$ cat src/rtl/stomp_defines.svh
// width and depth constants shared by the branch recovery back end
`ifndef STOMP_DEFINES_SVH
`define STOMP_DEFINES_SVH

// program counter width, also the width of an ALU result
`define PC_W 16

// fetch stream identifier width
`define STREAM_W 3

// reorder buffer size, a power of two so the pointers wrap by themselves
`define ROB_DEPTH 8
`define ROB_TAG_W 3

// sequence numbers carry one bit more than the tag so age compares survive wrap
`define SN_W 4

// immediate field of the ALU form
`define IMM_W 16

`endif
$ cat src/rtl/rob_pkg.sv
// reorder buffer entry, branch resolution and retire types
`include "stomp_defines.svh"

package rob_pkg;

	// index of an entry in the reorder buffer
	typedef logic [`ROB_TAG_W-1:0] rob_tag_t;

	// ========================================
	// storage
	// ========================================

	// taken holds the prediction until the branch resolves, then the outcome
	typedef struct packed {
		logic                  valid;
		logic                  stomped;
		logic [`SN_W-1:0]      sn;
		logic [`PC_W-1:0]      pc;
		logic [`STREAM_W-1:0]  stream;
		logic                  is_br;
		logic                  taken;
		logic [`PC_W-1:0]      result;
	} rob_entry_t;

	// ========================================
	// messages
	// ========================================

	// kept_stream is the stream that survives the branch
	// miss flips the stored prediction into the real outcome
	typedef struct packed {
		rob_tag_t              tag;
		logic [`STREAM_W-1:0]  kept_stream;
		logic                  miss;
	} resolve_t;

	typedef struct packed {
		logic [`PC_W-1:0]      pc;
		logic [`STREAM_W-1:0]  stream;
		logic                  is_br;
		logic                  taken;
		logic [`PC_W-1:0]      result;
	} retire_t;

endpackage

$ cat src/rtl/insn_pkg.sv
// instruction word views, fetch packet and decoded operation types
`include "stomp_defines.svh"

package insn_pkg;

	// ========================================
	// instruction word
	// ========================================

	typedef enum logic [3:0] {
		OP_ALU = 4'd0,
		OP_BR  = 4'd1
	} opcode_e;

	// ALU form produces pc plus a sign-free 16 bit immediate
	typedef struct packed {
		opcode_e            opcode;
		logic [11:0]        pad;
		logic [`IMM_W-1:0]  imm;
	} alu_fmt_t;

	// branch form is taken when the two compare fields are equal
	typedef struct packed {
		opcode_e               opcode;
		logic [`STREAM_W-1:0]  target_stream;
		logic [3:0]            cmp_a;
		logic [3:0]            cmp_b;
		logic [16:0]           target_off;
	} br_fmt_t;

	// the same 32 bits read either way, the opcode sits on top in both
	typedef union packed {
		alu_fmt_t  alu_fmt;
		br_fmt_t   br_fmt;
	} insn_word_u;

	// ========================================
	// pipeline payloads
	// ========================================

	typedef struct packed {
		logic [`PC_W-1:0]      pc;
		logic [`STREAM_W-1:0]  stream;
		logic                  pred_taken;
		insn_word_u            word;
	} fetch_pkt_t;

	typedef struct packed {
		logic [`PC_W-1:0]      pc;
		logic [`STREAM_W-1:0]  stream;
		logic                  pred_taken;
		logic                  is_br;
		logic [`IMM_W-1:0]     imm16;
		logic [`STREAM_W-1:0]  target_stream;
		logic [3:0]            cmp_a;
		logic [3:0]            cmp_b;
		logic [`PC_W-1:0]      target_pc;
	} dec_op_t;

endpackage

$ cat src/rtl/stomp_core.sv
// branch recovery back end joining decode, execute and the reorder buffer
`timescale 1ns/1ps
`include "stomp_defines.svh"

module stomp_core (
	input  logic                  clk,
	input  logic                  rst,
	input  insn_pkg::fetch_pkt_t  in_pkt,
	input  logic                  in_valid,
	output logic                  in_ready,
	output rob_pkg::retire_t      retire,
	output logic                  out_valid,
	input  logic                  out_ready,
	output logic                  redirect_valid,
	output logic [`PC_W-1:0]      redirect_pc
);

	// decode to execute
	insn_pkg::dec_op_t   dec_op;
	logic                dec_valid;
	logic                dec_ready;

	// execute to reorder buffer
	rob_pkg::rob_entry_t alloc_entry;
	logic                alloc_valid;
	logic                alloc_ready;
	rob_pkg::rob_tag_t   alloc_tag;
	rob_pkg::resolve_t   resolve;
	logic                resolve_valid;

	insn_decode u_decode (
		.clk       (clk),
		.rst       (rst),
		.in_pkt    (in_pkt),
		.in_valid  (in_valid),
		.in_ready  (in_ready),
		.dec_op    (dec_op),
		.dec_valid (dec_valid),
		.dec_ready (dec_ready)
	);

	branch_execute u_execute (
		.clk            (clk),
		.rst            (rst),
		.dec_op         (dec_op),
		.dec_valid      (dec_valid),
		.dec_ready      (dec_ready),
		.alloc_entry    (alloc_entry),
		.alloc_valid    (alloc_valid),
		.alloc_ready    (alloc_ready),
		.alloc_tag      (alloc_tag),
		.resolve        (resolve),
		.resolve_valid  (resolve_valid),
		.redirect_valid (redirect_valid),
		.redirect_pc    (redirect_pc)
	);

	rob_stomp u_rob (
		.clk           (clk),
		.rst           (rst),
		.alloc_entry   (alloc_entry),
		.alloc_valid   (alloc_valid),
		.alloc_ready   (alloc_ready),
		.alloc_tag     (alloc_tag),
		.resolve       (resolve),
		.resolve_valid (resolve_valid),
		.retire        (retire),
		.out_valid     (out_valid),
		.out_ready     (out_ready)
	);

endmodule

$ cat src/rtl/rob_stomp.sv
// reorder buffer that stomps wrong-stream entries and retires in program order
`timescale 1ns/1ps
`include "stomp_defines.svh"

module rob_stomp (
	input  logic                 clk,
	input  logic                 rst,
	input  rob_pkg::rob_entry_t  alloc_entry,
	input  logic                 alloc_valid,
	output logic                 alloc_ready,
	output rob_pkg::rob_tag_t    alloc_tag,
	input  rob_pkg::resolve_t    resolve,
	input  logic                 resolve_valid,
	output rob_pkg::retire_t     retire,
	output logic                 out_valid,
	input  logic                 out_ready
);

	rob_pkg::rob_entry_t mem [`ROB_DEPTH];

	rob_pkg::rob_tag_t   head_q;
	rob_pkg::rob_tag_t   tail_q;
	logic [`ROB_TAG_W:0] count_q;
	rob_pkg::rob_entry_t head_e;
	logic [`SN_W-1:0]    br_sn;
	logic                head_live;
	logic                head_dead;
	logic                head_busy;
	logic                alloc_fire;
	logic                free;

	// true when sequence number a was issued after b, modulo wrap
	function automatic logic is_younger(input logic [`SN_W-1:0] a, input logic [`SN_W-1:0] b);
		logic [`SN_W-1:0] diff;
		diff = a - b;
		return (diff != '0) && !diff[`SN_W-1];
	endfunction

	// ========================================
	// allocation side
	// ========================================

	assign alloc_ready = count_q != (`ROB_TAG_W+1)'(`ROB_DEPTH);
	assign alloc_tag   = tail_q;
	assign alloc_fire  = alloc_valid && alloc_ready;

	// ========================================
	// retire side
	// ========================================

	assign head_e    = mem[head_q];
	assign head_live = head_e.valid && !head_e.stomped;
	assign head_dead = head_e.valid && head_e.stomped;

	// a branch at the head waits while its own resolve is in flight
	assign head_busy = resolve_valid && (resolve.tag == head_q);
	assign out_valid = head_live && !head_busy;

	// stomped heads leave silently, live ones only on the handshake
	assign free = head_dead || (out_valid && out_ready);

	assign retire.pc     = head_e.pc;
	assign retire.stream = head_e.stream;
	assign retire.is_br  = head_e.is_br;
	assign retire.taken  = head_e.taken;
	assign retire.result = head_e.result;

	// age reference for the stomp sweep
	assign br_sn = mem[resolve.tag].sn;

	// ========================================
	// pointers and occupancy
	// ========================================

	always_ff @(posedge clk) begin
		if (rst) begin
			head_q  <= '0;
			tail_q  <= '0;
			count_q <= '0;
		end else begin
			if (alloc_fire)
				tail_q <= tail_q + 1'b1;
			if (free)
				head_q <= head_q + 1'b1;
			if (alloc_fire && !free)
				count_q <= count_q + 1'b1;
			else if (free && !alloc_fire)
				count_q <= count_q - 1'b1;
		end
	end

	// ========================================
	// entry storage
	// ========================================

	always_ff @(posedge clk) begin
		if (rst) begin
			for (int i = 0; i < `ROB_DEPTH; i++) begin
				mem[i].valid   <= 1'b0;
				mem[i].stomped <= 1'b0;
			end
		end else begin
			if (resolve_valid) begin
				// the stored prediction flips into the outcome on a miss
				mem[resolve.tag].taken <= mem[resolve.tag].taken ^ resolve.miss;
				// everything younger that is not on the kept stream is dead
				for (int i = 0; i < `ROB_DEPTH; i++) begin
					if (mem[i].valid && is_younger(mem[i].sn, br_sn) &&
					    mem[i].stream != resolve.kept_stream)
						mem[i].stomped <= 1'b1;
				end
			end
			if (free)
				mem[head_q].valid <= 1'b0;
			// the tail slot is empty so the new entry never meets the sweep
			if (alloc_fire)
				mem[tail_q] <= alloc_entry;
		end
	end

endmodule

$ cat src/rtl/branch_execute.sv
// execute stage with stream filter, ALU, allocation and branch resolution
`timescale 1ns/1ps
`include "stomp_defines.svh"

module branch_execute (
	input  logic                  clk,
	input  logic                  rst,
	input  insn_pkg::dec_op_t     dec_op,
	input  logic                  dec_valid,
	output logic                  dec_ready,
	output rob_pkg::rob_entry_t   alloc_entry,
	output logic                  alloc_valid,
	input  logic                  alloc_ready,
	input  rob_pkg::rob_tag_t     alloc_tag,
	output rob_pkg::resolve_t     resolve,
	output logic                  resolve_valid,
	output logic                  redirect_valid,
	output logic [`PC_W-1:0]      redirect_pc
);

	logic [`STREAM_W-1:0] kept_q;
	logic [`STREAM_W-1:0] kept_nxt;
	logic [`STREAM_W-1:0] kept_eff;
	logic [`SN_W-1:0]     sn_q;
	logic                 pend_valid;
	rob_pkg::rob_tag_t    pend_tag;
	insn_pkg::dec_op_t    pend_op;
	logic                 br_taken;
	logic                 br_miss;
	logic                 stream_ok;
	logic                 alloc_fire;

	// ========================================
	// resolution of the pending branch
	// ========================================

	// the branch allocated last cycle is evaluated now
	assign br_taken = pend_op.cmp_a == pend_op.cmp_b;
	assign br_miss  = br_taken != pend_op.pred_taken;

	// a taken branch moves execution to its target stream
	assign kept_nxt = br_taken ? pend_op.target_stream : pend_op.stream;

	assign resolve.tag         = pend_tag;
	assign resolve.kept_stream = kept_nxt;
	assign resolve.miss        = br_miss;
	assign resolve_valid       = pend_valid;

	assign redirect_valid = pend_valid && br_miss;
	assign redirect_pc    = br_taken ? pend_op.target_pc : pend_op.pc + `PC_W'(4);

	// ========================================
	// stream filter and allocation
	// ========================================

	// during a resolve the new kept stream already filters, old path ops die here
	assign kept_eff  = pend_valid ? kept_nxt : kept_q;
	assign stream_ok = dec_op.stream == kept_eff;

	// ops from another stream are swallowed without waiting on the buffer
	assign alloc_valid = dec_valid && stream_ok;
	assign dec_ready   = !stream_ok || alloc_ready;
	assign alloc_fire  = alloc_valid && alloc_ready;

	// branches carry the prediction in taken and their target in result
	always_comb begin
		alloc_entry.valid   = 1'b1;
		alloc_entry.stomped = 1'b0;
		alloc_entry.sn      = sn_q;
		alloc_entry.pc      = dec_op.pc;
		alloc_entry.stream  = dec_op.stream;
		alloc_entry.is_br   = dec_op.is_br;
		alloc_entry.taken   = dec_op.is_br && dec_op.pred_taken;
		alloc_entry.result  = dec_op.is_br ? dec_op.target_pc : dec_op.pc + dec_op.imm16;
	end

	always_ff @(posedge clk) begin
		if (rst) begin
			kept_q     <= '0;
			sn_q       <= '0;
			pend_valid <= 1'b0;
		end else begin
			if (pend_valid)
				kept_q <= kept_nxt;
			if (alloc_fire)
				sn_q <= sn_q + 1'b1;
			// resolve is a single cycle pulse, a following branch may refill it
			pend_valid <= alloc_fire && dec_op.is_br;
		end
	end

	// the tag lets the following op allocate before this branch resolves
	always_ff @(posedge clk) begin
		if (alloc_fire && dec_op.is_br) begin
			pend_tag <= alloc_tag;
			pend_op  <= dec_op;
		end
	end

endmodule

$ cat src/rtl/insn_decode.sv
// decode stage that splits the fetched word into a registered decoded op
`timescale 1ns/1ps
`include "stomp_defines.svh"

module insn_decode (
	input  logic                  clk,
	input  logic                  rst,
	input  insn_pkg::fetch_pkt_t  in_pkt,
	input  logic                  in_valid,
	output logic                  in_ready,
	output insn_pkg::dec_op_t     dec_op,
	output logic                  dec_valid,
	input  logic                  dec_ready
);

	insn_pkg::dec_op_t nxt_op;

	// the register can take a new packet when it is empty or being drained
	assign in_ready = !dec_valid || dec_ready;

	// both views of the word are read here and the opcode picks which one counts
	always_comb begin
		nxt_op.pc            = in_pkt.pc;
		nxt_op.stream        = in_pkt.stream;
		nxt_op.pred_taken    = in_pkt.pred_taken;
		nxt_op.is_br         = in_pkt.word.br_fmt.opcode == insn_pkg::OP_BR;
		nxt_op.imm16         = in_pkt.word.alu_fmt.imm;
		nxt_op.target_stream = in_pkt.word.br_fmt.target_stream;
		nxt_op.cmp_a         = in_pkt.word.br_fmt.cmp_a;
		nxt_op.cmp_b         = in_pkt.word.br_fmt.cmp_b;
		// the 17 bit offset wraps into the pc space
		nxt_op.target_pc     = in_pkt.pc + in_pkt.word.br_fmt.target_off[`PC_W-1:0];
	end

	// the register is full from acceptance until execute drains it
	always_ff @(posedge clk) begin
		if (rst)
			dec_valid <= 1'b0;
		else if (in_valid && in_ready)
			dec_valid <= 1'b1;
		else if (dec_ready)
			dec_valid <= 1'b0;
	end

	// payload only moves on acceptance so it holds while stalled
	always_ff @(posedge clk) begin
		if (in_valid && in_ready)
			dec_op <= nxt_op;
	end

endmodule

$ cat config.mk
export PLATFORM = sky130hd
export DESIGN_NAME = stomp_core
export DESIGN_NICKNAME = d
export VERILOG_FILES = /design/src/rtl/rob_pkg.sv /design/src/rtl/insn_pkg.sv /design/src/rtl/stomp_core.sv /design/src/rtl/rob_stomp.sv /design/src/rtl/branch_execute.sv /design/src/rtl/insn_decode.sv
export VERILOG_INCLUDE_DIRS = /design/src /design/src/rtl
export SDC_FILE = /design/constraint.sdc
export NUM_CORES = 1
export LEC_CHECK = 0
export ABC_AREA = 1
export BUFFER_PORTS_ARGS = -buffer_cell sky130_fd_sc_hd__buf_2
export CAP_MARGIN = 20
export CORE_MARGIN = 4
export CORE_UTILIZATION = 45
export CTS_BUF_LIST = sky130_fd_sc_hd__clkbuf_4 sky130_fd_sc_hd__clkbuf_8
export DETAILED_ROUTE_END_ITERATION = 7
export PLACE_DENSITY = 0.58
export SETUP_SLACK_MARGIN = 0.2
export SYNTH_ARGS = -nofsm -noshare
export SYNTH_HDL_FRONTEND = slang
export SYNTH_SLANG_ARGS = --single-unit
export TNS_END_PERCENT = 100
$ cat constraint.sdc
create_clock -name clk -period 5 [get_ports clk]
set_input_delay 0.25 -clock clk [delete_from_list [all_inputs] [get_ports clk]]
set_output_delay 0.25 -clock clk [all_outputs]
set_load 0.01 [all_outputs]
==> results <==
- The die is 236 µm tall.
- The number of nets in the layout is 2,615.
- The final antenna-violating net count is 0.
- Entering global routing, the biggest net connects 105 pins.
- The most utilized layer in the global route result is met2.
- The repair_antennas step left the layout with diodes totalling 0.
- Clock-pin slew was measured on the worst setup and hold paths at 60 ps.
- The number of vias after detailed routing is 17,300.
- The horizontal die dimension is 236 µm.
- The region available for standard cell placement spans 51,300 µm².
- The number of endpoints with negative hold slack in the final report is 0.
- The worst hold path startpoint is rst.
- After floorplanning, the core was divided into 83 placement rows.
- Input and output buffers added on the ports amount to 110.
- The average via count per standard cell is 5.36.
- The post-synthesis net count is about 2,500.
- STA classifies the critical path endpoint as an output port.
- Among all stages on the critical path, the largest delay is contributed by buf_4.
- For met3 alone, demand over resource in global routing was 3.51%.
- Final hold analysis gives a worst-case slack of 49.3 ps.
- STA classifies the critical path startpoint as a register.
- The wire length reported by the detailed router is about 64,000 µm.
- The final number of max-transition violations is 0.
- The via count of the first global-routing pass is 17,100.
- The arrival time of data at the critical path endpoint is 3610 ps.
- Detailed placement ended at an HPWL of 39,200 µm.
- For this block, the initial DRC count from the detailed router was 1,433.
- The CTS buffer count is between 70 and 80.
- The flow ran to the end, and the final reports show no timing, DRC or antenna violations.
- The insertion delay to the later sink of the worst-skew pair is between 600 and 700 ps.
- The global-route usage over all layers is between 20% and 30%.
- The critical path buffer and inverter count is 3.
- The final global-route overflow total is 0.
- Counting every instance in the synthesized netlist gives 2,322.
- At the pin with the least slew margin, the transition time is 1010 ps.
- Global routing consumed, on the met2 layer, 36.7% of the routing resources.
- The number of buffers inserted for hold repair after clock tree synthesis is 50.
- The final cell utilization of the core is approximately half.
- The worst setup slack before clock tree synthesis is 1210 ps.
- The library cells used most frequently in the layout, excluding fill and tap cells, are nor2_1, edfxtp_1, o21ai_0.
- Across the run, the number of max-cap violations was 0.
- Summed over all cells, the static leakage comes to 0.0104 µW.
- The fraction of registers with async set/reset is 0%.
- The first-pass iteration count of the detailed router is 5.
- Yosys mapped the design onto 54 distinct sky130hd cell types.
- After detailed routing, the number of remaining DRC violations is 0.
- After layout, the worst setup slack is 1140 ps.
- The clock period could shrink to 3860 ps.
- The maximum vdd ir drop is around 0.2 mV.
- Counting flops and latches in the post-synthesis netlist gives 483.
- Global routing consumed, on the met1 layer, 30.9% of the routing resources.
- Setup repair after global routing left no endpoint under its margin.
- The yosys synthesis warning count is 0.
- The clock arrives with between 20 and 25 ps of skew.
- Dividing the detail-routed wire length by the instance count gives around 20 µm.
- Headroom to the max-slew limit came out at between 30% and 40%.
- Relative to the synthesized area, the layout overhead comes to 13.9%.
- The effective utilization at floorplan is 45.5%.
- The post-route cell area is around 27,000 µm².
- The most common library cell in the layout ignoring fill and taps is nor2_1.
- The first global-routing pass estimated 97,900 µm of wire.
- Setup violations remaining at the end of the flow were counted as 0.
- The number of flops mapped to enable cells by yosys is 442.
- Of the cells placed in the final design, the portion with a size suffix greater than 1 is between 10 and 15%.
- The H-tree was split into 3 levels.
- The clock passes through at most 3 buffers.
- The worst path uses about 77% of the clock period.
- The initial antenna violation count is 0.
- The placed instances occupy a cell area of between 20,000 and 25,000 µm².
- The floorplan step defined a die boundary enclosing approximately 56,000 µm².
- The fraction of the yosys area taken by sequential cells is 60.4%.
- In this run the count of I/O pins placed on the die edge is roughly 110.
- The data required time at the worst endpoint is 4750 ps.
- The type of the setup path with the least slack is reg2out.
- Clock tree synthesis found a total of approximately 480 sinks.
- The commonest register cell after synthesis is edfxtp_1.
- CTS placed an instance of clkbuf_8 at the clock tree root.
- Timing would allow up to 0.259 GHz.
- Buffers added to address setup during post-CTS repair amount to 0.
- The clock tree from TritonCTS is yes.
- The final weighted congestion in routability-driven placement is 0.868.
- The type of the most critical hold path is in2reg.
- The top fanout value on the critical path is 90.
- In this run the cell area of the synthesized design comes to 23,300 µm².
- The final setup TNS is 0 ps.
- Walking the worst path, the cells encountered are inv_4 -> buf_4 -> o21ai_0 -> o22ai_1 -> nor2_1 -> a31oi_1 -> buf_2.
- The filler cells instantiated in the layout total 4,729.
- For this design the ratio of total power to cell area is about 320 nW/µm².
- Among cell families on the critical path, the largest total delay comes from buffers and inverters.
- The count of instances resized after the clock tree is built is 0.
- A synthesized cell averages 10.1 µm².
- The maximum cell stage delay along the critical path is 800 ps.
## metrics by stage
step / total power [µW] / instances
floorplan: 4930 / 2322
global placement: 5150 / 3032
detailed placement: 5160 / 3033
CTS: 8550 / 3225
global route: 8820 / 3228
finish: 8480 / 3228
## layout make-up
type                            instances  area (µm²)  area share [%]
Clock inverter                         22         121           0.456
Multi-Input combinational cell       1560        8100            30.5
Tap cell                              680         851            3.20
Clock buffer                          120        1400            5.27
Sequential cell                       483       14100            53.0
Inverter                              167         634            2.39
Timing Repair Buffer                  196        1380            5.19
## worst paths after layout
check	cells after the start	slack, ps	to
max	7	1140	retire[0]
max reg2reg	16	1180	u_rob.count_q[3]
min	2	50	u_rob.count_q[0]
min reg2reg	0	420	u_execute.pend_op[19]
## power by group
part           leakage, µW  internal (µW)  switching [µW]
combinational      0.00528            214             411
sequential         0.00434           4430            53.6
clock             0.000821           1800            1580
total               0.0104           6440            2050
## cells by family (layout without fill, tap and decap cells)
group           Yosys count  in the layout  share of synthesized area [%]
simple gates            985            985                           17.6
flops                   483            483                           60.4
compound gates          435            435                           10.3
buf+inv                 279            505                           5.00
fa+ha+maj                72             72                           4.21
xor+xnor                 66             66                           2.48
mux                       2              2                         0.0858
## cell usage after synthesis (all sizes together) (3+ instances only)
cell type	n	area [µm²]
o21bai	4	30.0
a21o	3	22.5
xor2	46	403
and3	3	18.8
o22ai	38	238
o21a	3	22.5
o311ai	5	43.8
edfxtp	442	13300
or2	7	43.8
clkbuf	65	244
dfxtp	41	821
a21oi	84	420
inv	160	606
nor2	662	2610
nand3	75	390
clkinv	7	26.3
nor4	3	18.8
nand4	11	129
buf	47	292
nor3	5	25.0
o21ai	230	1150
xnor2	20	175
ha	61	763
nand2	214	831
o31ai	3	22.5
fa	11	220
o211ai	13	97.6
a31oi	43	269
## flip-flops by register name, summed over array words and instances, names as in the netlist, named ones only
register / count
u_rob.mem: 344
u_decode.dec_op: 64
u_execute.pend_op: 47
u_execute.sn_q: 4
u_rob.count_q: 4
u_execute.kept_q: 3
u_execute.pend_tag: 3
u_rob.alloc_tag: 3
u_rob.head_q: 3
u_decode.dec_valid: 1
u_execute.resolve_valid: 1
## layer usage
layer	share of wire [%]	vias up	wire, µm
li1	-	8298	-
met1	44	8378	28000
met2	47	513	30100
met3	6.2	100	3950
met4	2.4	0	1510
met5	0	-	0
No activity file was read; power rests on OpenSTA's default activity.
